## config.mk

```make
export PLATFORM = sky130hd
export DESIGN_NAME = axi_arbiter
export DESIGN_NICKNAME = d
export VERILOG_FILES = /design/src/logic/mem_pkg.sv /design/src/logic/axi_arbiter.sv
export SDC_FILE = /design/constraint.sdc
export NUM_CORES = 1
export LEC_CHECK = 0
export BUFFER_PORTS_ARGS = -buffer_cell sky130_fd_sc_hd__buf_2
export CORE_AREA = 2 2 185 187
export CTS_BUF_LIST = sky130_fd_sc_hd__clkbuf_16
export DETAILED_ROUTE_END_ITERATION = 8
export DIE_AREA = 0 0 187 189
export GPL_TIMING_DRIVEN = 0
export HOLD_SLACK_MARGIN = 0.15
export PLACE_DENSITY = 0.42
export RECOVER_POWER = 50
export SYNTH_ARGS = -nofsm -noshare
export SYNTH_HDL_FRONTEND = slang
export SYNTH_SLANG_ARGS = --single-unit
export TNS_END_PERCENT = 100
```

## constraint.sdc

```tcl
create_clock -name clock -period 3.04 [get_ports clock]
set_input_delay 0.152 -clock clock [delete_from_list [all_inputs] [get_ports clock]]
set_output_delay 0.152 -clock clock [all_outputs]
set_load 0.02 [all_outputs]
```

## src/logic/mem_pkg.sv

```systemverilog
package mem_pkg;

    // ------------------------------------------------------------------------
    // Bus widths shared by every port of the memory subsystem
    // ------------------------------------------------------------------------
    localparam int addr_width = 32;
    localparam int data_width = 32;
    localparam int strb_width = data_width / 8;
    localparam int id_width   = 4;

    // ------------------------------------------------------------------------
    // Response codes
    // ------------------------------------------------------------------------

    // Only the two codes the slave can produce
    typedef enum logic [1:0] {
        OKAY   = 2'b00,
        SLVERR = 2'b10
    } axi_resp_t;

endpackage

```

## src/logic/axi_arbiter.sv

```systemverilog
`timescale 1ns/1ps

module axi_arbiter (
    input  logic                              clock,
    input  logic                              reset,

    // Master 0, instruction fetch
    input  logic                              m0_awvalid,
    output logic                              m0_awready,
    input  logic [mem_pkg::addr_width-1:0]    m0_awaddr,
    input  logic [mem_pkg::id_width-1:0]      m0_awid,
    input  logic                              m0_wvalid,
    output logic                              m0_wready,
    input  logic [mem_pkg::data_width-1:0]    m0_wdata,
    input  logic [mem_pkg::strb_width-1:0]    m0_wstrb,
    input  logic                              m0_wlast,
    output logic                              m0_bvalid,
    input  logic                              m0_bready,
    output mem_pkg::axi_resp_t                m0_bresp,
    output logic [mem_pkg::id_width-1:0]      m0_bid,
    input  logic                              m0_arvalid,
    output logic                              m0_arready,
    input  logic [mem_pkg::addr_width-1:0]    m0_araddr,
    input  logic [mem_pkg::id_width-1:0]      m0_arid,
    output logic                              m0_rvalid,
    input  logic                              m0_rready,
    output logic [mem_pkg::data_width-1:0]    m0_rdata,
    output mem_pkg::axi_resp_t                m0_rresp,
    output logic [mem_pkg::id_width-1:0]      m0_rid,
    output logic                              m0_rlast,

    // Master 1, load/store
    input  logic                              m1_awvalid,
    output logic                              m1_awready,
    input  logic [mem_pkg::addr_width-1:0]    m1_awaddr,
    input  logic [mem_pkg::id_width-1:0]      m1_awid,
    input  logic                              m1_wvalid,
    output logic                              m1_wready,
    input  logic [mem_pkg::data_width-1:0]    m1_wdata,
    input  logic [mem_pkg::strb_width-1:0]    m1_wstrb,
    input  logic                              m1_wlast,
    output logic                              m1_bvalid,
    input  logic                              m1_bready,
    output mem_pkg::axi_resp_t                m1_bresp,
    output logic [mem_pkg::id_width-1:0]      m1_bid,
    input  logic                              m1_arvalid,
    output logic                              m1_arready,
    input  logic [mem_pkg::addr_width-1:0]    m1_araddr,
    input  logic [mem_pkg::id_width-1:0]      m1_arid,
    output logic                              m1_rvalid,
    input  logic                              m1_rready,
    output logic [mem_pkg::data_width-1:0]    m1_rdata,
    output mem_pkg::axi_resp_t                m1_rresp,
    output logic [mem_pkg::id_width-1:0]      m1_rid,
    output logic                              m1_rlast,

    // Slave side, no ids
    output logic                              s_awvalid,
    input  logic                              s_awready,
    output logic [mem_pkg::addr_width-1:0]    s_awaddr,
    output logic                              s_wvalid,
    input  logic                              s_wready,
    output logic [mem_pkg::data_width-1:0]    s_wdata,
    output logic [mem_pkg::strb_width-1:0]    s_wstrb,
    input  logic                              s_bvalid,
    output logic                              s_bready,
    input  mem_pkg::axi_resp_t                s_bresp,
    output logic                              s_arvalid,
    input  logic                              s_arready,
    output logic [mem_pkg::addr_width-1:0]    s_araddr,
    input  logic                              s_rvalid,
    output logic                              s_rready,
    input  logic [mem_pkg::data_width-1:0]    s_rdata,
    input  mem_pkg::axi_resp_t                s_rresp,
    input  logic                              s_rlast
);

    // Owner index doubles as the last winner for round-robin
    logic                          rd_busy;
    logic                          rd_owner;
    logic [mem_pkg::id_width-1:0]  rd_id;
    logic                          rd_pick;
    logic                          wr_busy;
    logic                          wr_owner;
    logic [mem_pkg::id_width-1:0]  wr_id;
    logic                          wr_pick;
    logic                          wr_req0;
    logic                          wr_req1;

    // ------------------------------------------------------------------------
    // Read side
    // ------------------------------------------------------------------------

    // Alternate only when both masters ask in the same cycle
    assign rd_pick = (m0_arvalid && m1_arvalid) ? !rd_owner : m1_arvalid;

    assign s_arvalid = !rd_busy && (rd_pick ? m1_arvalid : m0_arvalid);
    assign s_araddr  = rd_pick ? m1_araddr : m0_araddr;

    // Both readies stay up while nobody is asking
    assign m0_arready = s_arready && !rd_busy && !rd_pick;
    assign m1_arready = s_arready && !rd_busy && (rd_pick || !m0_arvalid);

    assign s_rready  = rd_busy && (rd_owner ? m1_rready : m0_rready);
    assign m0_rvalid = rd_busy && !rd_owner && s_rvalid;
    assign m1_rvalid = rd_busy && rd_owner && s_rvalid;
    assign m0_rdata  = s_rdata;
    assign m1_rdata  = s_rdata;
    assign m0_rresp  = s_rresp;
    assign m1_rresp  = s_rresp;
    assign m0_rlast  = s_rlast;
    assign m1_rlast  = s_rlast;
    assign m0_rid    = rd_id;
    assign m1_rid    = rd_id;

    always_ff @(posedge clock or posedge reset) begin
        if (reset) begin
            rd_busy  <= 1'b0;
            rd_owner <= 1'b0;
            rd_id    <= '0;
        end else if (!rd_busy && s_arvalid && s_arready) begin
            rd_busy  <= 1'b1;
            rd_owner <= rd_pick;
            rd_id    <= rd_pick ? m1_arid : m0_arid;
        end else if (rd_busy && s_rvalid && s_rready) begin
            rd_busy <= 1'b0;
        end
    end

    // ------------------------------------------------------------------------
    // Write side
    // ------------------------------------------------------------------------

    // wlast is always one for single-beat transfers and is not looked at
    assign wr_req0 = m0_awvalid && m0_wvalid;
    assign wr_req1 = m1_awvalid && m1_wvalid;
    assign wr_pick = (wr_req0 && wr_req1) ? !wr_owner : wr_req1;

    assign s_awvalid = !wr_busy && (wr_pick ? m1_awvalid : m0_awvalid);
    assign s_wvalid  = !wr_busy && (wr_pick ? m1_wvalid : m0_wvalid);
    assign s_awaddr  = wr_pick ? m1_awaddr : m0_awaddr;
    assign s_wdata   = wr_pick ? m1_wdata : m0_wdata;
    assign s_wstrb   = wr_pick ? m1_wstrb : m0_wstrb;

    // Only the picked master ever sees the write readies
    assign m0_awready = s_awready && !wr_busy && !wr_pick;
    assign m1_awready = s_awready && !wr_busy && wr_pick;
    assign m0_wready  = s_wready && !wr_busy && !wr_pick;
    assign m1_wready  = s_wready && !wr_busy && wr_pick;

    assign s_bready  = wr_busy && (wr_owner ? m1_bready : m0_bready);
    assign m0_bvalid = wr_busy && !wr_owner && s_bvalid;
    assign m1_bvalid = wr_busy && wr_owner && s_bvalid;
    assign m0_bresp  = s_bresp;
    assign m1_bresp  = s_bresp;
    assign m0_bid    = wr_id;
    assign m1_bid    = wr_id;

    always_ff @(posedge clock or posedge reset) begin
        if (reset) begin
            wr_busy  <= 1'b0;
            wr_owner <= 1'b0;
            wr_id    <= '0;
        end else if (!wr_busy && s_awvalid && s_awready && s_wvalid && s_wready) begin
            wr_busy  <= 1'b1;
            wr_owner <= wr_pick;
            wr_id    <= wr_pick ? m1_awid : m0_awid;
        end else if (wr_busy && s_bvalid && s_bready) begin
            wr_busy <= 1'b0;
        end
    end

endmodule

```

# ---- Yosys cells after proc, flatten, opt, wreduce, memory -nomap -nowiden
# Cells that the tools add are included.
# W data, S select, Z words.
dict set report classes {
  reduce_logical 46
  n_mux 17
}
# cell count
set op_table {}
lappend op_table {{$mux W32} 3}
lappend op_table {{$logic_and A1 B1 Y1} 36}
lappend op_table {{$mux W4} 3}
lappend op_table {{$mux W1} 11}
lappend op_table {{$logic_not A1 Y1} 7}
lappend op_table {{$reduce_bool A2 Y1} 2}
lappend op_table {{$logic_or A1 B1 Y1} 1}
dict set report word_totals {
  register_bits 12
  output_inout_bits 205
}

# ---- Longest topological paths before layout
# Gate-level depths: netlist of the first run.
dict set report logic_depth {
  ltp_word 10
  mapped_depth 5
  mapped_depth_nobuf 3
}

# ---- Worst setup path after synthesis of the first run
# Ideal clock, no wire load.
dict set report synth_timing {
  kind {reg2out}
  from {register rd_owner}
  to {output port m1_arready}
  t_arrival_ps 1317
  path_stages_with_launch 6
  path_slack_ps 1571
  path_buffers 2
  path_cell_list {dfrtp_1 -> a21boi_2 -> buf_6 -> buf_4 -> inv_1 -> a21oi_1}
}
dict set report synth_between {
  elab_chain_len 4
}
# item line
set synth_rtl {}
lappend synth_rtl {{start: declaration} axi_arbiter.sv:80} ;# logic rd_owner;
lappend synth_rtl {{start signal: assignment} axi_arbiter.sv:123} ;# rd_owner <= rd_pick;
lappend synth_rtl {{$logic_not A1 Y1} axi_arbiter.sv:95} ;# assign rd_pick = (m0_arvalid && m1_arvalid) ? !rd_owner : m1_arvalid;
lappend synth_rtl {{$mux W1} axi_arbiter.sv:95}
lappend synth_rtl {{$logic_or A1 B1 Y1} axi_arbiter.sv:102} ;# assign m1_arready = s_arready && !rd_busy && (rd_pick || !m0_arvalid);
lappend synth_rtl {{$logic_and A1 B1 Y1} axi_arbiter.sv:102}
lappend synth_rtl {{end: declaration} axi_arbiter.sv:47} ;# output logic m1_arready,
# Every way passes these cells.

# ---- Worst setup path after layout of the first run
dict set report layout_timing {
  from {register wr_owner}
  to {output port s_awaddr[22] (netlist name)}
}
dict set report layout_between {
  elab_chain_len 3
}
# item line
set layout_rtl {}
lappend layout_rtl {{start: declaration} axi_arbiter.sv:84} ;# logic wr_owner;
lappend layout_rtl {{start signal: assignment} axi_arbiter.sv:166} ;# wr_owner <= wr_pick;
lappend layout_rtl {{$logic_not A1 Y1} axi_arbiter.sv:137} ;# assign wr_pick = (wr_req0 && wr_req1) ? !wr_owner : wr_req1;
lappend layout_rtl {{$mux W1} axi_arbiter.sv:137}
lappend layout_rtl {{$mux W32} axi_arbiter.sv:141} ;# assign s_awaddr = wr_pick ? m1_awaddr : m0_awaddr;
lappend layout_rtl {{end: declaration} axi_arbiter.sv:60} ;# output logic [mem_pkg::addr_width-1:0] s_awaddr,
# Every way passes these cells.

==> reports/summary.txt, run 1 <==
First-pass GRT wire length -> 20,500 µm
Count of different cell masters after synthesis -> 24
Share of power burned in registers -> 0.154
Post-CTS Setup Repair Bufs -> 0
Run status -> complete, no violations
Max Fanout on Critical Path -> 10
Final critical-path setup slack -> 0.829 ns
Hold slack final -> 0.164 ns
Largest vdd supply drop -> 0.162 mV
Most used cells in the layout excluding fill and tap cells -> sky130_fd_sc_hd__buf_2, sky130_fd_sc_hd__mux2_2, sky130_fd_sc_hd__clkbuf_1, sky130_fd_sc_hd__buf_4, sky130_fd_sc_hd__nor2_1
Number of diodes -> 0
NetSw -> 0.939 mW
Ordered cell list for the critical path -> nand3_1, nand2_4, buf_6, mux2_2, buf_2
Biggest area contributors in the synthesized netlist -> sky130_fd_sc_hd__mux2_2, sky130_fd_sc_hd__buf_4, sky130_fd_sc_hd__dfrtp_1, sky130_fd_sc_hd__buf_6, sky130_fd_sc_hd__nor2_1
Classification of the worst-slack hold path -> primary input to flop
Die area -> 35,300 µm²
Clk_skew -> 0.00460 ns
Iteration count of the initial detailed-routing pass -> 4
R2R setup slack -> 1.05 ns
Average cell area after synthesis -> 9.53 µm²
Max-cap viol count -> 0
Proportion of power drawn by the clock network -> 0.131
DRC violation count after routing -> 0
WL per Instance -> 12.9 µm
Antenna Nets Post-Route -> 0
Total stage count of the critical path -> 5
Final period util -> 0.727
H-tree depth -> 1
Number of endpoints failing setup at the final stage -> 0
Max stage delay cell, worst path -> sky130_fd_sc_hd__dfrtp_1
Worst path max stage delay -> 0.47 ns
Number of buffer and inverter instances along the worst setup path -> 2
Arrival time at the worst endpoint -> 2.06 ns
Number of cells produced by synthesis -> 274
GPL Wtd Cong -> 0.726
Number of buffers added by the clock tree synthesis step -> 3
Fraction of power consumed by combinational cells -> 0.715
Reg-to-Reg End -> wr_owner
Area grow syn2layout -> 104%
Ratio of routed vias to standard cells -> 3.05
Rel. slew slack -> 0.464
Via Count -> 3,550
GR Overflow Total -> 0
Worst R2R Path Depth -> 3
Required time at the worst-slack endpoint -> 2.89 ns
Clock transition at the registers of the reported paths -> 0.05 ns
Max frequency -> 452 MHz
Category of the most critical setup path -> flop to output port
Setup slack at placement -> 0.983 ns
Starting density of the core -> 0.0785
PostCTS Resize Cnt -> 0
Kind of cell adding the most delay to the critical path -> simple AND/OR/NAND/NOR gates
DIE HEIGHT -> 189 µm
Total count of hold-check failures in the final report -> 0
Clock tree root driver cell -> sky130_fd_sc_hd__clkbuf_16
Part of the Yosys area used for sequential elements -> 0.115
Die Span X -> 187 µm
Final-layout setup total negative slack -> 0 ns
Total detailed-routing wirelength -> 15,100 µm
Number of warnings issued by yosys -> 0
Detailed placer's ending HPWL -> 13,600 µm
Start point of the worst hold path -> m0_awid[3]
Vias in the first global route -> 3,381
Category of the worst setup path capture point -> output port
P_int -> 1.02 mW
Clk_lat worst skew -> 0.25 ns
Worst Hold Path Cells -> 3
Net switching fraction of the power -> 0.479
Nature of the critical path startpoint -> flop
Synth top area share -> 0.453
Buffers from clock root to sink, at most -> 2
Antenna violations before repair -> 0
FF+latch count, synth -> 12
Pin count of the biggest net entering global routing -> 13
Lkg Pwr -> 2.69 nW
Row cnt -> 67
Layout Cells excl Fill -> 1,164
Port Buffers -> 437
Synthesized area -> 2610 µm²
Placed Instances -> 1,159
Final core utilization -> 0.160
Commonest non-fill, non-tap cell in the layout -> sky130_fd_sc_hd__buf_2
Library cell with the largest summed area after synthesis -> sky130_fd_sc_hd__mux2_2
Reg2Reg Launch Point -> wr_busy
Min cycle time layout -> 2.21 ns
Overall Global Routing Usage -> 0.0756
Syn Nets -> 546
Core box area -> 33,300 µm²
Net total in the final layout -> 989
Layout cell share with drive strength beyond 1 -> 0.761
Power density over the cells -> 368 nW/µm²
Unrepaired setup endpoints after global routing -> no
Endpoint, Worst Hold -> m0_bid[3]
Clock tree from TritonCTS -> built
First DRT Iteration DRCs -> 86
Actual transition at the worst max-transition pin -> 0.805 ns
Final max-slew violation count -> 0
IO Pins -> 477
Sink Count -> 12
[area by class of cell]
class	count	area (µm²)
Buffer	94	736
Clock buffer	3	75.1
Clock inverter	1	3.75
Fill cell	3839	28000
Inverter	4	15.0
Multi-Input combinational cell	164	1560
Sequential cell	12	300
Tap cell	448	561
Timing Repair Buffer	438	2070
[worst min-delay path: cells and delay by family]
family	cells	cell delay [ns]
compound gates	2	0.12
buf+inv	1	0.09
[sequential cells by signal (all words and copies together), names as in the netlist]
signal and cells:
m0_bid 4, m0_rid 4, rd_busy 1, rd_owner 1, wr_busy 1, wr_owner 1
[power by group through the flow]
stage,Sequential (mW),Clock (mW),Combinational [mW]
floorplan,0.336,0,0.874
global placement,0.304,0,1.46
detailed placement,0.308,0,1.46
CTS,0.306,0.272,1.47
global route,0.319,0.277,1.50
finish,0.301,0.257,1.40
[cells in the mapped netlist, drive strengths merged]
cell / n
and3: 3
nor2b: 3
a311oi: 4
nor2: 16
a21oi: 2
a21boi: 1
inv: 4
a31oi: 1
nand2b: 3
buf: 94
nand3: 1
nand3b: 1
o21ai: 8
dfrtp: 12
a2bb2oi: 4
mux2: 109
mux2i: 2
a22oi: 1
and2: 1
nand2: 4
[cells by family (layout without fill, tap and decap cells)]
kind of cell / after synthesis / in the layout / synth area share
flip-flops: 12 / 12 / 0.115
buffers and inverters: 98 / 540 / 0.287
AND/OR/NAND/NOR: 32 / 32 / 0.0603
AO/OA/AOI/OAI: 21 / 21 / 0.0556
multiplexers: 111 / 111 / 0.482
[worst max path at each step]
stage / end / startpoint / slack [ns]
6_report: s_awaddr[22] / wr_owner / 0.83
5_1_grt: s_awaddr[22] / wr_owner / 0.65
4_1_cts: s_awaddr[22] / wr_owner / 0.73
3_5_place_dp: wr_owner / wr_busy / 0.98
3_3_place_gp: wr_owner / wr_busy / 0.98
2_1_floorplan: m1_arready / rd_owner / 1.57
[stage by stage]
step	total power, mW	area [µm²]
3_3_place_gp	1.76	5360
5_1_grt	2.09	5330
6_report	1.96	5330
2_1_floorplan	1.21	2610
3_5_place_dp	1.77	5360
4_1_cts	2.04	5450
[per-layer routing]
layer,vias to the layer above,GRT usage,part of all wire
met4,0,0.00916,0.0042
met1,1586,0.106,0.45
met5,-,0,0
met2,194,0.125,0.48
li1,1768,-,-
met3,2,0.0106,0.066
[repair_timing]
item,4_1_cts,5_1_grt
endpoints found under the hold margin,12,0
hold buffers,1,0
endpoints found under the setup margin,0,0
(Power assumes the default switching activity.)
==> inputs of run 2 (changes only) <==
Settings changed: CORE_AREA 2 2 185 187 to 2 2 183 185, DIE_AREA 0 0 187 189 to 0 0 185 187, PLACE_DENSITY 0.42 to 0.44.
Clock period 3.04 ns to 2.03 ns, I/O delays scaled along.
==> run 2 against run 1 <==
  * Critical path depth unchanged
  * Die area down 2.1%
  * Clock power up 41%
  * Wire length down 7.1%
  * First-iteration DRC count up 31%
  * Non-clock buffer count up 5
  * Combinational power up 49%
  * Sequential share of layout area about the same
  * Largest cell class unchanged
==> reports/summary.txt, run 2 (synthesis gave the netlist of run 1 again) <==
Required time at the worst-slack endpoint -> 1.93 ns (-0.96 ns)
H-tree depth -> 1 (unchanged)
Ordered cell list for the critical path -> a21boi_2, buf_6, buf_4, mux2_2, buf_2
Ratio of routed vias to standard cells -> 3.07 (+0.50%)
Nature of the critical path startpoint -> flop
Antenna Nets Post-Route -> 0 (unchanged)
Area grow syn2layout -> 107%
Die Span X -> 185 µm (-1.1%)
GR Overflow Total -> 0 (unchanged)
Final critical-path setup slack -> 0.0811 ns (-0.748 ns)
DIE HEIGHT -> 187 µm (-1.1%)
Port Buffers -> 437 (unchanged)
Buffers from clock root to sink, at most -> 2 (unchanged)
Clk_skew -> 0.000717 ns (-0.00388 ns)
Setup slack at placement -> -0.0175 ns (-1.00 ns)
Hold slack final -> 0.177 ns (+0.0136 ns)
Final-layout setup total negative slack -> 0 ns (unchanged)
Rel. slew slack -> 0.634 (+0.171)
Min cycle time layout -> 1.95 ns
Category of the most critical setup path -> flop to output port
Clock transition at the registers of the reported paths -> 0.05 ns (about the same)
Detailed placer's ending HPWL -> 12,800 µm (-6.3%)
Reg2Reg Launch Point -> wr_busy
IO Pins -> 477 (unchanged)
Total detailed-routing wirelength -> 14,000 µm (-7.1%)
WL per Instance -> 12.0 µm (-7.5%)
GPL Wtd Cong -> 0.714 (-1.7%)
Start point of the worst hold path -> m1_arvalid
Final max-slew violation count -> 0 (unchanged)
Core box area -> 32,900 µm² (-1.3%)
Row cnt -> 67 (unchanged)
Kind of cell adding the most delay to the critical path -> buffers and inverters
Max frequency -> 513 MHz
DRC violation count after routing -> 0 (unchanged)
Final period util -> 0.960
Worst path max stage delay -> 0.47 ns (about the same)
Net total in the final layout -> 994 (+0.51%)
Actual transition at the worst max-transition pin -> 0.549 ns (-0.256 ns)
Post-CTS Setup Repair Bufs -> 0 (unchanged)
Largest vdd supply drop -> 0.381 mV (+130%)
Antenna violations before repair -> 2 (+2)
Number of endpoints failing setup at the final stage -> 0 (unchanged)
Max Fanout on Critical Path -> 10 (unchanged)
Unrepaired setup endpoints after global routing -> no
Via Count -> 3,583 (+0.93%)
First DRT Iteration DRCs -> 113 (+31%)
Commonest non-fill, non-tap cell in the layout -> sky130_fd_sc_hd__buf_2
Arrival time at the worst endpoint -> 1.85 ns (-0.21 ns)
Total count of hold-check failures in the final report -> 0 (unchanged)
Final core utilization -> 0.164 (+0.00429)
First-pass GRT wire length -> 19,100 µm (-7.0%)
Worst setup path startpoint -> rd_owner
Starting density of the core -> 0.0795 (+0.00100)
Clk_lat worst skew -> 0.24 ns (about the same)
Power density over the cells -> 542 nW/µm² (+47%)
Max stage delay cell, worst path -> sky130_fd_sc_hd__dfrtp_2
Vias in the first global route -> 3,386 (+0.15%)
Total power after layout -> 2.93 mW (+49%)
Max-cap viol count -> 0 (unchanged)
Lkg Pwr -> 2.72 nW (+0.85%)
Overall Global Routing Usage -> 0.0714 (-0.00418)
Iteration count of the initial detailed-routing pass -> 4 (unchanged)
Sink Count -> 12 (unchanged)
Pin count of the biggest net entering global routing -> 13 (unchanged)
Category of the worst setup path capture point -> output port
Clock tree root driver cell -> sky130_fd_sc_hd__clkbuf_16
Layout cell share with drive strength beyond 1 -> 0.763 (+0.00133)
Number of buffer and inverter instances along the worst setup path -> 3 (+1)
Run status -> complete, no violations
Most used cells in the layout excluding fill and tap cells -> sky130_fd_sc_hd__buf_2, sky130_fd_sc_hd__mux2_2, sky130_fd_sc_hd__clkbuf_1, sky130_fd_sc_hd__buf_4, sky130_fd_sc_hd__nor2_1
Clock tree from TritonCTS -> built
Die area -> 34,600 µm² (-2.1%)
Number of buffers added by the clock tree synthesis step -> 3 (unchanged)
Classification of the worst-slack hold path -> primary input to flop
[run 2: path summary, 6_finish.rpt]
check | end | slack [ns] | cells past startpoint
worst min-delay path | rd_owner | 0.18 | 3
worst max-delay path | s_araddr[21] | 0.08 | 5
worst min register to register | m0_rid[1] | 0.55 | 1
max in group asynchronous | rd_owner | 1.17 | 3
worst max register to register | wr_owner | 0.21 | 3
min in group asynchronous | m0_bid[2] | 0.46 | 3
[run 2: layer usage]
layer  global-route usage  up-vias  share of wire
met5                    0        -              0
met4              0.00549        0         0.0044
met3               0.0115        8          0.086
met2                0.129      220           0.49
met1               0.0919     1577           0.42
li1                     -     1778              -
[run 2: layout make-up]
cell class	count	area (µm²)
diodes	1	2.50
plain buffers	94	736
clock buffers	3	75.1
fillers	3824	27500
inverters	4	15.0
multi-input cells	164	1580
flip-flops and latches	12	303
well taps	448	561
repair buffers	443	2120
[run 2: power by group]
part	total [mW]	internal, mW	leakage [nW]	switching, mW
sequential	0.479	0.339	0.138	0.140
clock	0.363	0.257	0.0370	0.106
combinational	2.09	0.940	2.54	1.15
total	2.93	1.54	2.72	1.39
[run 2: worst register-to-register path: stages (launching register included)]
cell and delay [ns]:
sky130_fd_sc_hd__dfrtp_1 0.51, sky130_fd_sc_hd__nand3b_1 0.42, sky130_fd_sc_hd__nor2_1 0.40, sky130_fd_sc_hd__mux2_2 0.37
[run 2: through the flow]
stage | instances | cell area [µm²]
2_1_floorplan | 274 | 2610
3_3_place_gp | 1159 | 5360
3_5_place_dp | 1159 | 5360
4_1_cts | 1168 | 5510
5_1_grt | 1168 | 5400
6_report | 1169 | 5400
[run 2: timing repair]
item | in CTS | in global routing
hold buffers | 6 | 0
pin swaps | 1 | 0
gates resized for setup | 3 | 2
setup endpoints to repair | 68 | 20
endpoints found under the hold margin | 17 | 0
==> inputs of run 3 (changes only) <==
Settings changed: BUFFER_PORTS_ARGS -buffer_cell sky130_fd_sc_hd__buf_2 to not set, CORE_AREA 2 2 183 185 to 2 2 188 190, DIE_AREA 0 0 185 187 to 0 0 190 192, DONT_BUFFER_PORTS set to 1, PLACE_DENSITY 0.44 to 0.3.
==> run 3 against run 2 <==
  * Register-to-register slack got worse by 0.11 ns
  * Critical endpoint is now m0_rid[2]
  * Clock power increased by 7.2%
  * Highest routed layer unchanged
  * Clock skew increased by 0.0010 ns
  * Total power decreased by 19%
  * Via count decreased by 40%
  * Worst hold slack improved by 0.025 ns
==> reports/summary.txt, run 3 (synthesis gave the netlist of run 1 again) <==
Max frequency -> 517 MHz (+0.73%)
Post-CTS Setup Repair Bufs -> 0 (unchanged)
GR Overflow Total -> 0 (unchanged)
Number of endpoints failing setup at the final stage -> 0 (unchanged)
Power density over the cells -> 739 nW/µm² (+36%)
Run status -> complete, no violations
Number of buffers added by the clock tree synthesis step -> 3 (unchanged)
Final period util -> 0.953 (-0.00692)
Max Fanout on Critical Path -> 6 (-4)
Clock tree root driver cell -> sky130_fd_sc_hd__clkbuf_16
Required time at the worst-slack endpoint -> 2.16 ns (+0.23 ns)
Min cycle time layout -> 1.93 ns (-0.0140 ns)
Clk_lat worst skew -> 0.24 ns (about the same)
Setup slack at placement -> 0.121 ns (+0.139 ns)
First-pass GRT wire length -> 14,700 µm (-23%)
Layout Cells excl Fill -> 757 (-35%)
Actual transition at the worst max-transition pin -> 0.748 ns (+0.199 ns)
DRC violation count after routing -> 0 (unchanged)
Layout cell share with drive strength beyond 1 -> 0.420 (-0.342)
Clock transition at the registers of the reported paths -> 0.05 ns (about the same)
GPL Wtd Cong -> 0.815 (+14%)
Unrepaired setup endpoints after global routing -> no
Placed Instances -> 729 (-37%)
Largest vdd supply drop -> 0.176 mV (-54%)
Final critical-path setup slack -> 0.0952 ns (+0.0140 ns)
Total detailed-routing wirelength -> 12,700 µm (-9.1%)
Overall Global Routing Usage -> 0.0564 (-0.0150)
Max-cap viol count -> 0 (unchanged)
Clk_skew -> 0.00172 ns (+0.00101 ns)
Area grow syn2layout -> 22.2%
Vias in the first global route -> 2,016 (-40%)
Total count of hold-check failures in the final report -> 0 (unchanged)
IO Pins -> 477 (unchanged)
Starting density of the core -> 0.0762 (-0.00331)
Die Span X -> 190 µm (+2.7%)
DIE HEIGHT -> 192 µm (+2.7%)
Port Buffers -> 0 (-100%)
Antenna Nets Post-Route -> 0 (unchanged)
Iteration count of the initial detailed-routing pass -> 4 (unchanged)
First DRT Iteration DRCs -> 71 (-37%)
Ratio of routed vias to standard cells -> 2.86 (-6.7%)
Buffers from clock root to sink, at most -> 2 (unchanged)
Nature of the critical path startpoint -> flop
Category of the worst setup path capture point -> flop
Antenna violations before repair -> 0 (-2)
WL per Instance -> 16.8 µm (+40%)
Most used cells in the layout excluding fill and tap cells -> sky130_fd_sc_hd__mux2_2, sky130_fd_sc_hd__clkbuf_1, sky130_fd_sc_hd__dlygate4sd3_1, sky130_fd_sc_hd__nor2_1, sky130_fd_sc_hd__dfrtp_1
Arrival time at the worst endpoint -> 2.06 ns (+0.21 ns)
Category of the most critical setup path -> flop to flop
Core box area -> 34,300 µm² (+4.3%)
Net total in the final layout -> 573 (-42%)
Detailed placer's ending HPWL -> 11,600 µm (-9.2%)
Pin count of the biggest net entering global routing -> 13 (unchanged)
Final max-slew violation count -> 0 (unchanged)
Filler Cells Inserted -> 4,045 (+5.8%)
Commonest non-fill, non-tap cell in the layout -> sky130_fd_sc_hd__mux2_2
Via Count -> 2,164 (-40%)
Die area -> 36,500 µm² (+5.4%)
Final Instance Area -> 3190 µm² (-41%)
Clock tree from TritonCTS -> built
Row cnt -> 68 (+1.5%)
Lkg Pwr -> 1.03 nW (-62%)
Sink Count -> 12 (unchanged)
Classification of the worst-slack hold path -> primary input to flop
H-tree depth -> 1 (unchanged)
Rel. slew slack -> 0.501 (-0.133)
Final-layout setup total negative slack -> 0 ns (unchanged)
Area after detailed placement -> 3180 µm² (-41%)
[run 3: metrics by stage]
stage                     total power, mW  hold WS, ns    util
after CTS                            2.52        0.189   0.102
after global placement               2.04       0.0978  0.0928
after floorplan                      1.81      -0.0338       -
final                                2.36        0.203  0.0931
after global routing                 2.49        0.283  0.0929
after detailed placement             2.04        0.109  0.0928
[run 3: final cells by class]
class                           count  area, µm²  share of cell area
Multi-Input combinational cell    164       1580               0.494
Clock buffer                        3       75.1              0.0235
Tap cell                          455        569               0.178
Antenna cell                        2       5.00             0.00157
Clock inverter                      1       3.75             0.00118
Buffer                             94        428               0.134
Timing Repair Buffer               22        220              0.0690
Sequential cell                    12        300              0.0941
Inverter                            4       15.0             0.00470
[run 3: critical path, stage by stage, from the launching register on]
cell                            delay [ns]
sky130_fd_sc_hd__dfrtp_1              0.44
sky130_fd_sc_hd__a21boi_2             0.22
sky130_fd_sc_hd__mux2_2               0.35
sky130_fd_sc_hd__dlygate4sd3_1        0.55
sky130_fd_sc_hd__mux2_2               0.26
[run 3: worst paths after layout]
path | from | end | slack, ns | depth (start not counted)
max | rd_owner | m0_rid[2] | 0.1 | 4
min | m0_bready | wr_busy | 0.20 | 3
min in group asynchronous | reset | m0_bid[3] | 0.35 | 2
max in group asynchronous | reset | m0_rid[3] | 1.29 | 2
min reg2reg | wr_owner | wr_owner | 0.68 | 1
max reg2reg | rd_owner | m0_rid[2] | 0.1 | 4
[run 3: metal layers]
layer  share of wire  vias to the layer above  wire length (µm)  global-route usage
li1                -                      935                 -                   -
met1            0.47                     1052              6020              0.0928
met2            0.46                      175              5820              0.0745
met3           0.066                        2               835             0.00950
met4          0.0042                        0                54             0.00805
met5               0                        -                 0                   0
[run 3: where the power goes]
group	total, mW	internal [mW]	switching, mW
Clock	0.389	0.261	0.127
Sequential	0.548	0.334	0.214
Combinational	1.42	0.504	0.917
Total	2.36	1.10	1.26
[run 3: what timing repair did]
action / 4_1_cts / 5_1_grt
endpoints found under the setup margin: 68 / 3
endpoints found under the hold margin: 23 / 0
hold buffers: 22 / 0
pin swaps: 1 / 0
resized for setup: 1 / 1
